[src/exu_cfg.svh]
`ifndef EXU_CFG_SVH
`define EXU_CFG_SVH

// datapath and address width
`define EXU_XLEN 32

// rv32e has 16 architectural registers
`define EXU_RA_W 4

`define EXU_BYPASS_DEPTH 4

`endif

[src/rv_isa_pkg.sv]
package rv_isa_pkg;

    typedef enum logic [3:0] {
        alu_add    = 4'd0,
        alu_sub    = 4'd1,
        alu_sll    = 4'd2,
        alu_slt    = 4'd3,
        alu_sltu   = 4'd4,
        alu_xor    = 4'd5,
        alu_srl    = 4'd6,
        alu_sra    = 4'd7,
        alu_or     = 4'd8,
        alu_and    = 4'd9,
        // lui just forwards the immediate
        alu_pass_b = 4'd10
    } alu_fn_e;

    typedef enum logic [2:0] {
        br_eq  = 3'd0,
        br_ne  = 3'd1,
        br_lt  = 3'd2,
        br_ge  = 3'd3,
        br_ltu = 3'd4,
        br_geu = 3'd5
    } br_cond_e;

    typedef enum logic [1:0] {
        kind_alu    = 2'd0,
        kind_branch = 2'd1,
        kind_jump   = 2'd2
    } exu_kind_e;

    // alu view for kind_alu, branch view for kind_branch and kind_jump
    typedef union packed {
        alu_fn_e alu;
        struct packed {
            logic     jalr;
            br_cond_e cond;
        } br;
    } exu_ctrl_u;

endpackage

[src/exu_pipe_pkg.sv]
package exu_pipe_pkg;

    typedef enum logic [2:0] {
        mem_none = 3'd0,
        mem_lw   = 3'd1,
        mem_lh   = 3'd2,
        mem_lb   = 3'd3,
        mem_sw   = 3'd4,
        mem_sh   = 3'd5,
        mem_sb   = 3'd6
    } mem_op_e;

    // loads return their data later through load_done
    function automatic logic mem_is_load(mem_op_e op);
        return op inside {mem_lw, mem_lh, mem_lb};
    endfunction

endpackage

[src/exu_bypass.sv]
`timescale 1ns/1ps
`include "exu_cfg.svh"

module exu_bypass (
    input  logic                 clk,
    input  logic                 rst,
    input  logic [`EXU_RA_W-1:0] rs1,
    input  logic [`EXU_RA_W-1:0] rs2,
    input  logic [`EXU_XLEN-1:0] rf_src1,
    input  logic [`EXU_XLEN-1:0] rf_src2,
    input  logic                 hist_we,
    input  logic [`EXU_RA_W-1:0] hist_rd,
    input  logic [`EXU_XLEN-1:0] hist_data,
    input  logic                 hist_is_load,
    input  logic                 load_done,
    input  logic [`EXU_XLEN-1:0] load_data,
    output logic [`EXU_XLEN-1:0] src1,
    output logic [`EXU_XLEN-1:0] src2,
    output logic                 load_wait
);
    localparam int DEPTH = `EXU_BYPASS_DEPTH;

    // entry 0 is the newest write
    logic [DEPTH-1:0][`EXU_RA_W-1:0] ent_rd;
    logic [DEPTH-1:0][`EXU_XLEN-1:0] ent_data;
    logic [DEPTH-1:0]                ent_valid;
    logic [DEPTH-1:0]                ent_pending;

    logic [1:0][`EXU_RA_W-1:0] rs;
    logic [1:0][`EXU_XLEN-1:0] rf_val;
    logic [1:0][`EXU_XLEN-1:0] sel_val;
    logic [1:0]                src_wait;

    assign rs[0]     = rs1;
    assign rs[1]     = rs2;
    assign rf_val[0] = rf_src1;
    assign rf_val[1] = rf_src2;

    always_comb begin
        for (int s = 0; s < 2; s++) begin
            sel_val[s]  = rf_val[s];
            src_wait[s] = 1'b0;
            // walk oldest to newest so the newest match is kept
            for (int i = DEPTH - 1; i >= 0; i--) begin
                if (ent_valid[i] && ent_rd[i] == rs[s] && rs[s] != '0) begin
                    if (ent_pending[i]) begin
                        // load data arriving this cycle can be used directly
                        sel_val[s]  = load_data;
                        src_wait[s] = !load_done;
                    end else begin
                        sel_val[s]  = ent_data[i];
                        src_wait[s] = 1'b0;
                    end
                end
            end
        end
    end

    assign src1      = sel_val[0];
    assign src2      = sel_val[1];
    assign load_wait = |src_wait;

    always_ff @(posedge clk or posedge rst) begin
        if (rst) begin
            ent_valid   <= '0;
            ent_pending <= '0;
        end else if (hist_we) begin
            ent_valid   <= {ent_valid[DEPTH-2:0], 1'b1};
            ent_pending <= {ent_pending[DEPTH-2:0] & ~{(DEPTH-1){load_done}}, hist_is_load};
        end else if (load_done) begin
            ent_pending <= '0;
        end
    end

    always_ff @(posedge clk) begin
        if (hist_we) begin
            ent_rd[0]   <= hist_rd;
            ent_data[0] <= hist_data;
            for (int i = 1; i < DEPTH; i++) begin
                ent_rd[i]   <= ent_rd[i-1];
                ent_data[i] <= (load_done && ent_pending[i-1]) ? load_data : ent_data[i-1];
            end
        end else if (load_done) begin
            for (int i = 0; i < DEPTH; i++) begin
                if (ent_pending[i]) begin
                    ent_data[i] <= load_data;
                end
            end
        end
    end

endmodule

[src/exu_alu.sv]
`timescale 1ns/1ps
`include "exu_cfg.svh"

module exu_alu
    import rv_isa_pkg::*;
(
    input  logic [`EXU_XLEN-1:0] pc,
    input  logic [`EXU_XLEN-1:0] src1,
    input  logic [`EXU_XLEN-1:0] src2,
    input  logic [`EXU_XLEN-1:0] imm,
    input  exu_kind_e            kind,
    input  exu_ctrl_u            ctrl,
    input  logic                 src1_is_pc,
    input  logic                 src2_is_imm,
    output logic [`EXU_XLEN-1:0] result,
    output logic                 taken,
    output logic [`EXU_XLEN-1:0] target
);
    localparam int SHW = $clog2(`EXU_XLEN);
    localparam logic [`EXU_XLEN-1:0] insn_bytes = 4;

    logic [`EXU_XLEN-1:0] op_a;
    logic [`EXU_XLEN-1:0] op_b;
    logic [`EXU_XLEN-1:0] alu_out;
    logic [`EXU_XLEN-1:0] jalr_sum;
    logic [SHW-1:0]       shamt;
    logic                 br_hit;

    assign op_a     = src1_is_pc ? pc : src1;
    assign op_b     = src2_is_imm ? imm : src2;
    assign shamt    = op_b[SHW-1:0];
    assign jalr_sum = src1 + imm;

    always_comb begin
        alu_out = '0;
        case (ctrl.alu)
            alu_add:    alu_out = op_a + op_b;
            alu_sub:    alu_out = op_a - op_b;
            alu_sll:    alu_out = op_a << shamt;
            alu_slt:    alu_out[0] = $signed(op_a) < $signed(op_b);
            alu_sltu:   alu_out[0] = op_a < op_b;
            alu_xor:    alu_out = op_a ^ op_b;
            alu_srl:    alu_out = op_a >> shamt;
            alu_sra:    alu_out = $unsigned($signed(op_a) >>> shamt);
            alu_or:     alu_out = op_a | op_b;
            alu_and:    alu_out = op_a & op_b;
            alu_pass_b: alu_out = op_b;
            default:    alu_out = '0;
        endcase
    end

    // compare always uses the register operands
    always_comb begin
        case (ctrl.br.cond)
            br_eq:   br_hit = src1 == src2;
            br_ne:   br_hit = src1 != src2;
            br_lt:   br_hit = $signed(src1) < $signed(src2);
            br_ge:   br_hit = $signed(src1) >= $signed(src2);
            br_ltu:  br_hit = src1 < src2;
            br_geu:  br_hit = src1 >= src2;
            default: br_hit = 1'b0;
        endcase
    end

    always_comb begin
        result = '0;
        taken  = 1'b0;
        target = pc + imm;
        case (kind)
            kind_alu:    result = alu_out;
            kind_branch: taken = br_hit;
            kind_jump: begin
                // link address
                result = pc + insn_bytes;
                taken  = 1'b1;
                if (ctrl.br.jalr) begin
                    target = {jalr_sum[`EXU_XLEN-1:1], 1'b0};
                end
            end
            default: ;
        endcase
    end

endmodule

[src/exu_out_reg.sv]
`timescale 1ns/1ps
`include "exu_cfg.svh"

module exu_out_reg
    import exu_pipe_pkg::*;
(
    input  logic                 clk,
    input  logic                 rst,
    input  logic                 in_valid,
    input  logic                 lsu_ready,
    input  logic                 load_wait,
    input  logic [`EXU_XLEN-1:0] pc,
    input  logic [`EXU_RA_W-1:0] rd,
    input  logic                 gpr_we,
    input  mem_op_e              mem_op,
    input  logic [`EXU_XLEN-1:0] result,
    input  logic [`EXU_XLEN-1:0] src2,
    input  logic                 taken,
    input  logic [`EXU_XLEN-1:0] target,
    input  logic                 redirect_ack,
    output logic                 in_ready,
    output logic                 hist_we,
    output logic [`EXU_RA_W-1:0] hist_rd,
    output logic [`EXU_XLEN-1:0] hist_data,
    output logic                 hist_is_load,
    output logic                 out_valid,
    output logic [`EXU_XLEN-1:0] out_pc,
    output logic [`EXU_RA_W-1:0] out_rd,
    output logic                 out_gpr_we,
    output mem_op_e              out_mem_op,
    output logic [`EXU_XLEN-1:0] out_result,
    output logic [`EXU_XLEN-1:0] out_store_data,
    output logic                 redirect_valid,
    output logic [`EXU_XLEN-1:0] redirect_pc
);
    localparam logic [`EXU_XLEN-1:0] insn_bytes = 4;

    logic accept;
    logic live;
    logic is_load;
    logic redir_set;

    // wrong-path instructions drain even if their operands are not ready
    assign in_ready  = lsu_ready && (redirect_valid || !load_wait);
    assign accept    = in_valid && in_ready;
    assign live      = accept && !redirect_valid;
    assign is_load   = mem_is_load(mem_op);
    assign redir_set = live && taken && (target != pc + insn_bytes);

    assign hist_we      = live && gpr_we;
    assign hist_rd      = rd;
    assign hist_is_load = is_load;
    // load value is filled in later when load_done arrives
    assign hist_data    = is_load ? '0 : result;

    always_ff @(posedge clk or posedge rst) begin
        if (rst) begin
            out_valid <= 1'b0;
        end else if (lsu_ready) begin
            out_valid <= live;
        end
    end

    always_ff @(posedge clk) begin
        if (live) begin
            out_pc         <= pc;
            out_rd         <= rd;
            out_gpr_we     <= gpr_we;
            out_mem_op     <= mem_op;
            out_result     <= result;
            out_store_data <= src2;
        end
    end

    always_ff @(posedge clk or posedge rst) begin
        if (rst) begin
            redirect_valid <= 1'b0;
        end else if (redirect_valid) begin
            if (redirect_ack) begin
                redirect_valid <= 1'b0;
            end
        end else if (redir_set) begin
            redirect_valid <= 1'b1;
        end
    end

    always_ff @(posedge clk) begin
        if (redir_set) begin
            redirect_pc <= target;
        end
    end

endmodule

[src/exu_top.sv]
`timescale 1ns/1ps
`include "exu_cfg.svh"

module exu_top
    import rv_isa_pkg::*;
    import exu_pipe_pkg::*;
(
    input  logic                 clk,
    input  logic                 rst,
    input  logic                 in_valid,
    output logic                 in_ready,
    input  logic [`EXU_XLEN-1:0] in_pc,
    input  logic [`EXU_RA_W-1:0] in_rs1,
    input  logic [`EXU_RA_W-1:0] in_rs2,
    input  logic [`EXU_RA_W-1:0] in_rd,
    input  logic [`EXU_XLEN-1:0] in_rf_src1,
    input  logic [`EXU_XLEN-1:0] in_rf_src2,
    input  logic [`EXU_XLEN-1:0] in_imm,
    input  exu_kind_e            in_kind,
    input  exu_ctrl_u            in_ctrl,
    input  logic                 in_src1_is_pc,
    input  logic                 in_src2_is_imm,
    input  logic                 in_gpr_we,
    input  mem_op_e              in_mem_op,
    output logic                 out_valid,
    output logic [`EXU_XLEN-1:0] out_pc,
    output logic [`EXU_RA_W-1:0] out_rd,
    output logic                 out_gpr_we,
    output mem_op_e              out_mem_op,
    output logic [`EXU_XLEN-1:0] out_result,
    output logic [`EXU_XLEN-1:0] out_store_data,
    input  logic                 lsu_ready,
    input  logic                 load_done,
    input  logic [`EXU_XLEN-1:0] load_data,
    output logic                 redirect_valid,
    output logic [`EXU_XLEN-1:0] redirect_pc,
    input  logic                 redirect_ack
);
    logic [`EXU_XLEN-1:0] src1;
    logic [`EXU_XLEN-1:0] src2;
    logic                 load_wait;
    logic [`EXU_XLEN-1:0] result;
    logic                 taken;
    logic [`EXU_XLEN-1:0] target;
    logic                 hist_we;
    logic [`EXU_RA_W-1:0] hist_rd;
    logic [`EXU_XLEN-1:0] hist_data;
    logic                 hist_is_load;

    exu_bypass u_bypass (
        .clk          (clk),
        .rst          (rst),
        .rs1          (in_rs1),
        .rs2          (in_rs2),
        .rf_src1      (in_rf_src1),
        .rf_src2      (in_rf_src2),
        .hist_we      (hist_we),
        .hist_rd      (hist_rd),
        .hist_data    (hist_data),
        .hist_is_load (hist_is_load),
        .load_done    (load_done),
        .load_data    (load_data),
        .src1         (src1),
        .src2         (src2),
        .load_wait    (load_wait)
    );

    exu_alu u_alu (
        .pc          (in_pc),
        .src1        (src1),
        .src2        (src2),
        .imm         (in_imm),
        .kind        (in_kind),
        .ctrl        (in_ctrl),
        .src1_is_pc  (in_src1_is_pc),
        .src2_is_imm (in_src2_is_imm),
        .result      (result),
        .taken       (taken),
        .target      (target)
    );

    exu_out_reg u_out_reg (
        .clk            (clk),
        .rst            (rst),
        .in_valid       (in_valid),
        .lsu_ready      (lsu_ready),
        .load_wait      (load_wait),
        .pc             (in_pc),
        .rd             (in_rd),
        .gpr_we         (in_gpr_we),
        .mem_op         (in_mem_op),
        .result         (result),
        .src2           (src2),
        .taken          (taken),
        .target         (target),
        .redirect_ack   (redirect_ack),
        .in_ready       (in_ready),
        .hist_we        (hist_we),
        .hist_rd        (hist_rd),
        .hist_data      (hist_data),
        .hist_is_load   (hist_is_load),
        .out_valid      (out_valid),
        .out_pc         (out_pc),
        .out_rd         (out_rd),
        .out_gpr_we     (out_gpr_we),
        .out_mem_op     (out_mem_op),
        .out_result     (out_result),
        .out_store_data (out_store_data),
        .redirect_valid (redirect_valid),
        .redirect_pc    (redirect_pc)
    );

endmodule

[config.mk]
export PLATFORM = sky130hd
export DESIGN_NAME = exu_top
export DESIGN_NICKNAME = d
export VERILOG_FILES = /design/src/rv_isa_pkg.sv /design/src/exu_pipe_pkg.sv /design/src/exu_bypass.sv /design/src/exu_alu.sv /design/src/exu_out_reg.sv /design/src/exu_top.sv
export VERILOG_INCLUDE_DIRS = /design/src /design/src/src
export SDC_FILE = /design/constraint.sdc
export NUM_CORES = 2
export LEC_CHECK = 0
export BUFFER_PORTS_ARGS = -buffer_cell sky130_fd_sc_hd__buf_2
export CORE_MARGIN = 3
export CORE_UTILIZATION = 30
export DETAILED_ROUTE_END_ITERATION = 8
export PLACE_DENSITY = 0.55
export SETUP_SLACK_MARGIN = 0.1
export SLEW_MARGIN = 25
export SYNTH_ARGS = -nofsm -noshare
export SYNTH_HDL_FRONTEND = slang
export SYNTH_SLANG_ARGS = --single-unit
[constraint.sdc]
create_clock -name clk -period 11.34 [get_ports clk]
set_input_delay 2.268 -clock clk [delete_from_list [all_inputs] [get_ports clk]]
set_output_delay 2.268 -clock clk [all_outputs]
set_load 0.01 [all_outputs]
==> metrics.csv <==
stage,metric,value,unit
setup_path,CP required,11.73,ns
global_routing,vias in the first global route,35000,
global_routing,met3 usage,0.0702,
global_routing,largest net degree at the start of global routing,97,
global_routing,global-route met1 utilization,0.461,
cells_and_area,final cell count without fillers,5933,
yosys,fraction of synthesis flops using an asynchronous set or reset pin,0.0345,
timing,Hold WS,0.474,ns
cts,clock sinks,290,
run,max_cap viols,0,
yosys,Yosys top cell by area,edfxtp_1,
cells_and_area,storage element area,8660,um2
timing,"Worst Setup Slack, final",1.74,ns
place,post-DP HPWL,167,mm
power_and_ir_drop,maximum VDD drop,0.0908,mV
global_routing,global route overflow,0,
cells_and_area,Fill cells,11900,
timing,final worst path period share,0.847,
timing,final setup vio count,0,
setup_path,kind of critical path,in2reg,
cts,clock-pin slew on the worst setup and hold paths,0.06,ns
yosys,Synth Net Count,4609,
cells_and_area,Layout Utilization,0.345,
yosys,synth top area cells,"edfxtp_1 24%, mux2i_1 8.6%, ha_1 7.0%",
power_and_ir_drop,total power,5.15,mW
place,Buffers on Ports,328,
setup_path,crit end category,register,
routing,drt wl/cell,35.8,um
global_routing,initial antenna violation count,27,
global_routing,first-pass GRT wire length,288,mm
cts,CTS tree,done,
routing,final wirelength,213,mm
setup_path,CP Max Fanout,46,
cells_and_area,share of layout cells above drive strength 1,0.163,
yosys,"EDFF count, synth",280,
yosys,post-synthesis sequential area ratio,0.252,
routing,number of routed nets with antenna violations,0,
cells_and_area,most frequent cells in the layout,"374 x nand2_1, 353 x a21oi_1, 328 x buf_2",
routing,Via Count,38600,
die,Horiz. Die Dim,344,um
routing,drt first pass iters,6,
timing,Peak Freq,104,MHz
setup_path,Worst Path Arrival,9.98,ns
die,core area,113000,um2
power_and_ir_drop,Leak,15.4,nW
yosys,warnings from Yosys,0,
yosys,syn_area_per_cell,8.14,um2
yosys,Most used DFF post-synth,edfxtp_1,
cts,Post-CTS Setup Bufs,0,
yosys,Synth cell types,106,
yosys,register bit total from synthesis,290,
cts,htree depth,2,
cells_and_area,NumNets Final,4780,
worst_hold_path,worst min-delay path class,reg2reg,
place,"worst slack, placed",1.45,ns
global_routing,Total Routing Usage GR,0.343,
setup_path,Setup crit start kind,input pin,
power_and_ir_drop,Clk pwr share,0.260,
cells_and_area,area of the multi-input gates,23800,um2
cells_and_area,fin area,39100,um2
timing,Final Hold Fails,0,
die,overall die height,344,um
global_routing,GR peak layer,met2,
power_and_ir_drop,Internal,2.79,mW
power_and_ir_drop,combinational share of power,0.477,
timing,Rel. slew slack,0.179,
die,I/O Pins,329,
cts,post_cts resized,0,
timing,max-slew violations,0,
timing,setup TNS,0,ns
place,RePlAce Congestion,1.05,
timing,Setup Skew,0.0515,ns
cts,Clock Tree Root,clkbuf_16,
die,Initial Util,0.304,
routing,Post-route DRC,0,
power_and_ir_drop,sequential share of power,0.263,
die,die area,119000,um2
place,placed cell area,37700,um2
power_and_ir_drop,Sw Share,0.458,
yosys,Gate Count Post-Synth,4222,
routing,First DRT Iteration DRCs,5697,
power_and_ir_drop,P_sw,2.36,mW
timing,RSZ-0062 raised after global routing,false,
global_routing,met2 usage,0.512,
power_and_ir_drop,Pwr Density,132,nW/um2
cells_and_area,"most common cell after layout, fill and taps aside",nand2_1,
outcome,status,"finished, final reports clean",
cells_and_area,P&R area growth vs syn,13.7,%
routing,vias per cell,6.51,
yosys,Synth Cell Area,34400,um2
die,# rows,123,
cts,Clock Tree Buf Depth,3,
cts,Skew-Pair Late Insertion Delay,0.65,ns
timing,"Min Clock Period, post-route",9.60,ns
cts,hold buffers post-CTS,0,
yosys,top cell type's share of synthesized area,0.245,
timing,Worst-Margin Slew,1.20,ns
cts,CTS Buf Count,40,
place,placed cells,5850,
logic make-up after synthesis:
group	count (synthesis)	synth area share
compound gates	1472	0.294
simple gates	1229	0.171
buf+inv	512	0.0607
mux	363	0.109
flops	290	0.252
fa+ha+maj	197	0.0726
xor+xnor	159	0.0409
final timing paths:
path | start | end | slack, ns | depth (start not counted)
setup / recovery | in_rs2[0] | u_bypass.ent_data[24] | 1.74 | 22
max in group asynchronous | rst | u_bypass.ent_pending[3] | 8.96 | 2
hold / removal | u_out_reg.out_valid | u_out_reg.out_valid | 0.47 | 1
hold reg to reg | u_out_reg.out_valid | u_out_reg.out_valid | 0.47 | 1
setup reg to reg | u_bypass.ent_rd[11] | u_bypass.ent_data[31] | 3.13 | 21
min in group asynchronous | rst | u_out_reg.redirect_valid | 1.81 | 2
power by group through the flow:
| stage | clock network [mW] | registers [mW] | logic [mW] |
|---|---|---|---|
| after floorplan | 0 | 1.36 | 1.38 |
| after global placement | 0 | 1.37 | 2.37 |
| after detailed placement | 0 | 1.37 | 2.34 |
| after CTS | 1.36 | 1.35 | 2.36 |
| after global routing | 1.39 | 1.36 | 2.55 |
| final | 1.34 | 1.35 | 2.46 |
synthesized netlist by cell type, types with 67 or more instances:
cell,count
and3_1,116
nand2_1,379
nand3_1,100
mux2_2,67
a21oi_1,355
o21ai_0,235
edfxtp_1,280
nor2_1,323
inv_1,164
a211oi_1,153
clkbuf_1,233
xnor2_1,107
mux2i_1,294
ha_1,193
sequential cells by signal, summed over array words and instances, names as in the netlist, 4 cells and up:
signal,cells
u_bypass.ent_data,128
u_bypass.ent_pending,4
u_bypass.ent_rd,16
u_bypass.ent_valid,4
u_out_reg.out_pc,32
u_out_reg.out_rd,4
u_out_reg.out_result,32
u_out_reg.out_store_data,32
u_out_reg.redirect_pc,32
per-layer routing:
layer  up-vias  share of wire
met4         8          0.066
li1      16500              -
met3       504           0.11
met5         -        0.00027
met2      2723           0.42
met1     18900           0.41
cell type report:
| type | instances | share of cell area |
|---|---|---|
| well taps | 1500 | 0.0480 |
| multi-input cells | 3420 | 0.609 |
| diodes | 10 | 0.000641 |
| repair buffers | 471 | 0.0700 |
| inverters | 170 | 0.0164 |
| flip-flops and latches | 290 | 0.222 |
| clock inverters | 29 | 0.00788 |
| clock buffers | 43 | 0.0262 |
critical path, cell delays in order:
cell	delay [ns]
buf_2	0.16
or4_4	0.55
and4_1	0.39
and2_1	0.29
buf_4	0.29
nor2_1	0.33
a211oi_1	0.10
o311ai_0	0.50
o21ai_0	0.34
mux2i_1	0.55
inv_1	0.09
ha_1	0.45
nor4_1	0.66
a21oi_1	0.24
a211o_1	0.37
a31oi_1	0.47
a31oi_1	0.23
a221o_1	0.32
a221oi_1	0.44
o21ai_0	0.22
a211o_1	0.34
a221o_1	0.33
No activity file was read; power rests on OpenSTA's default activity.
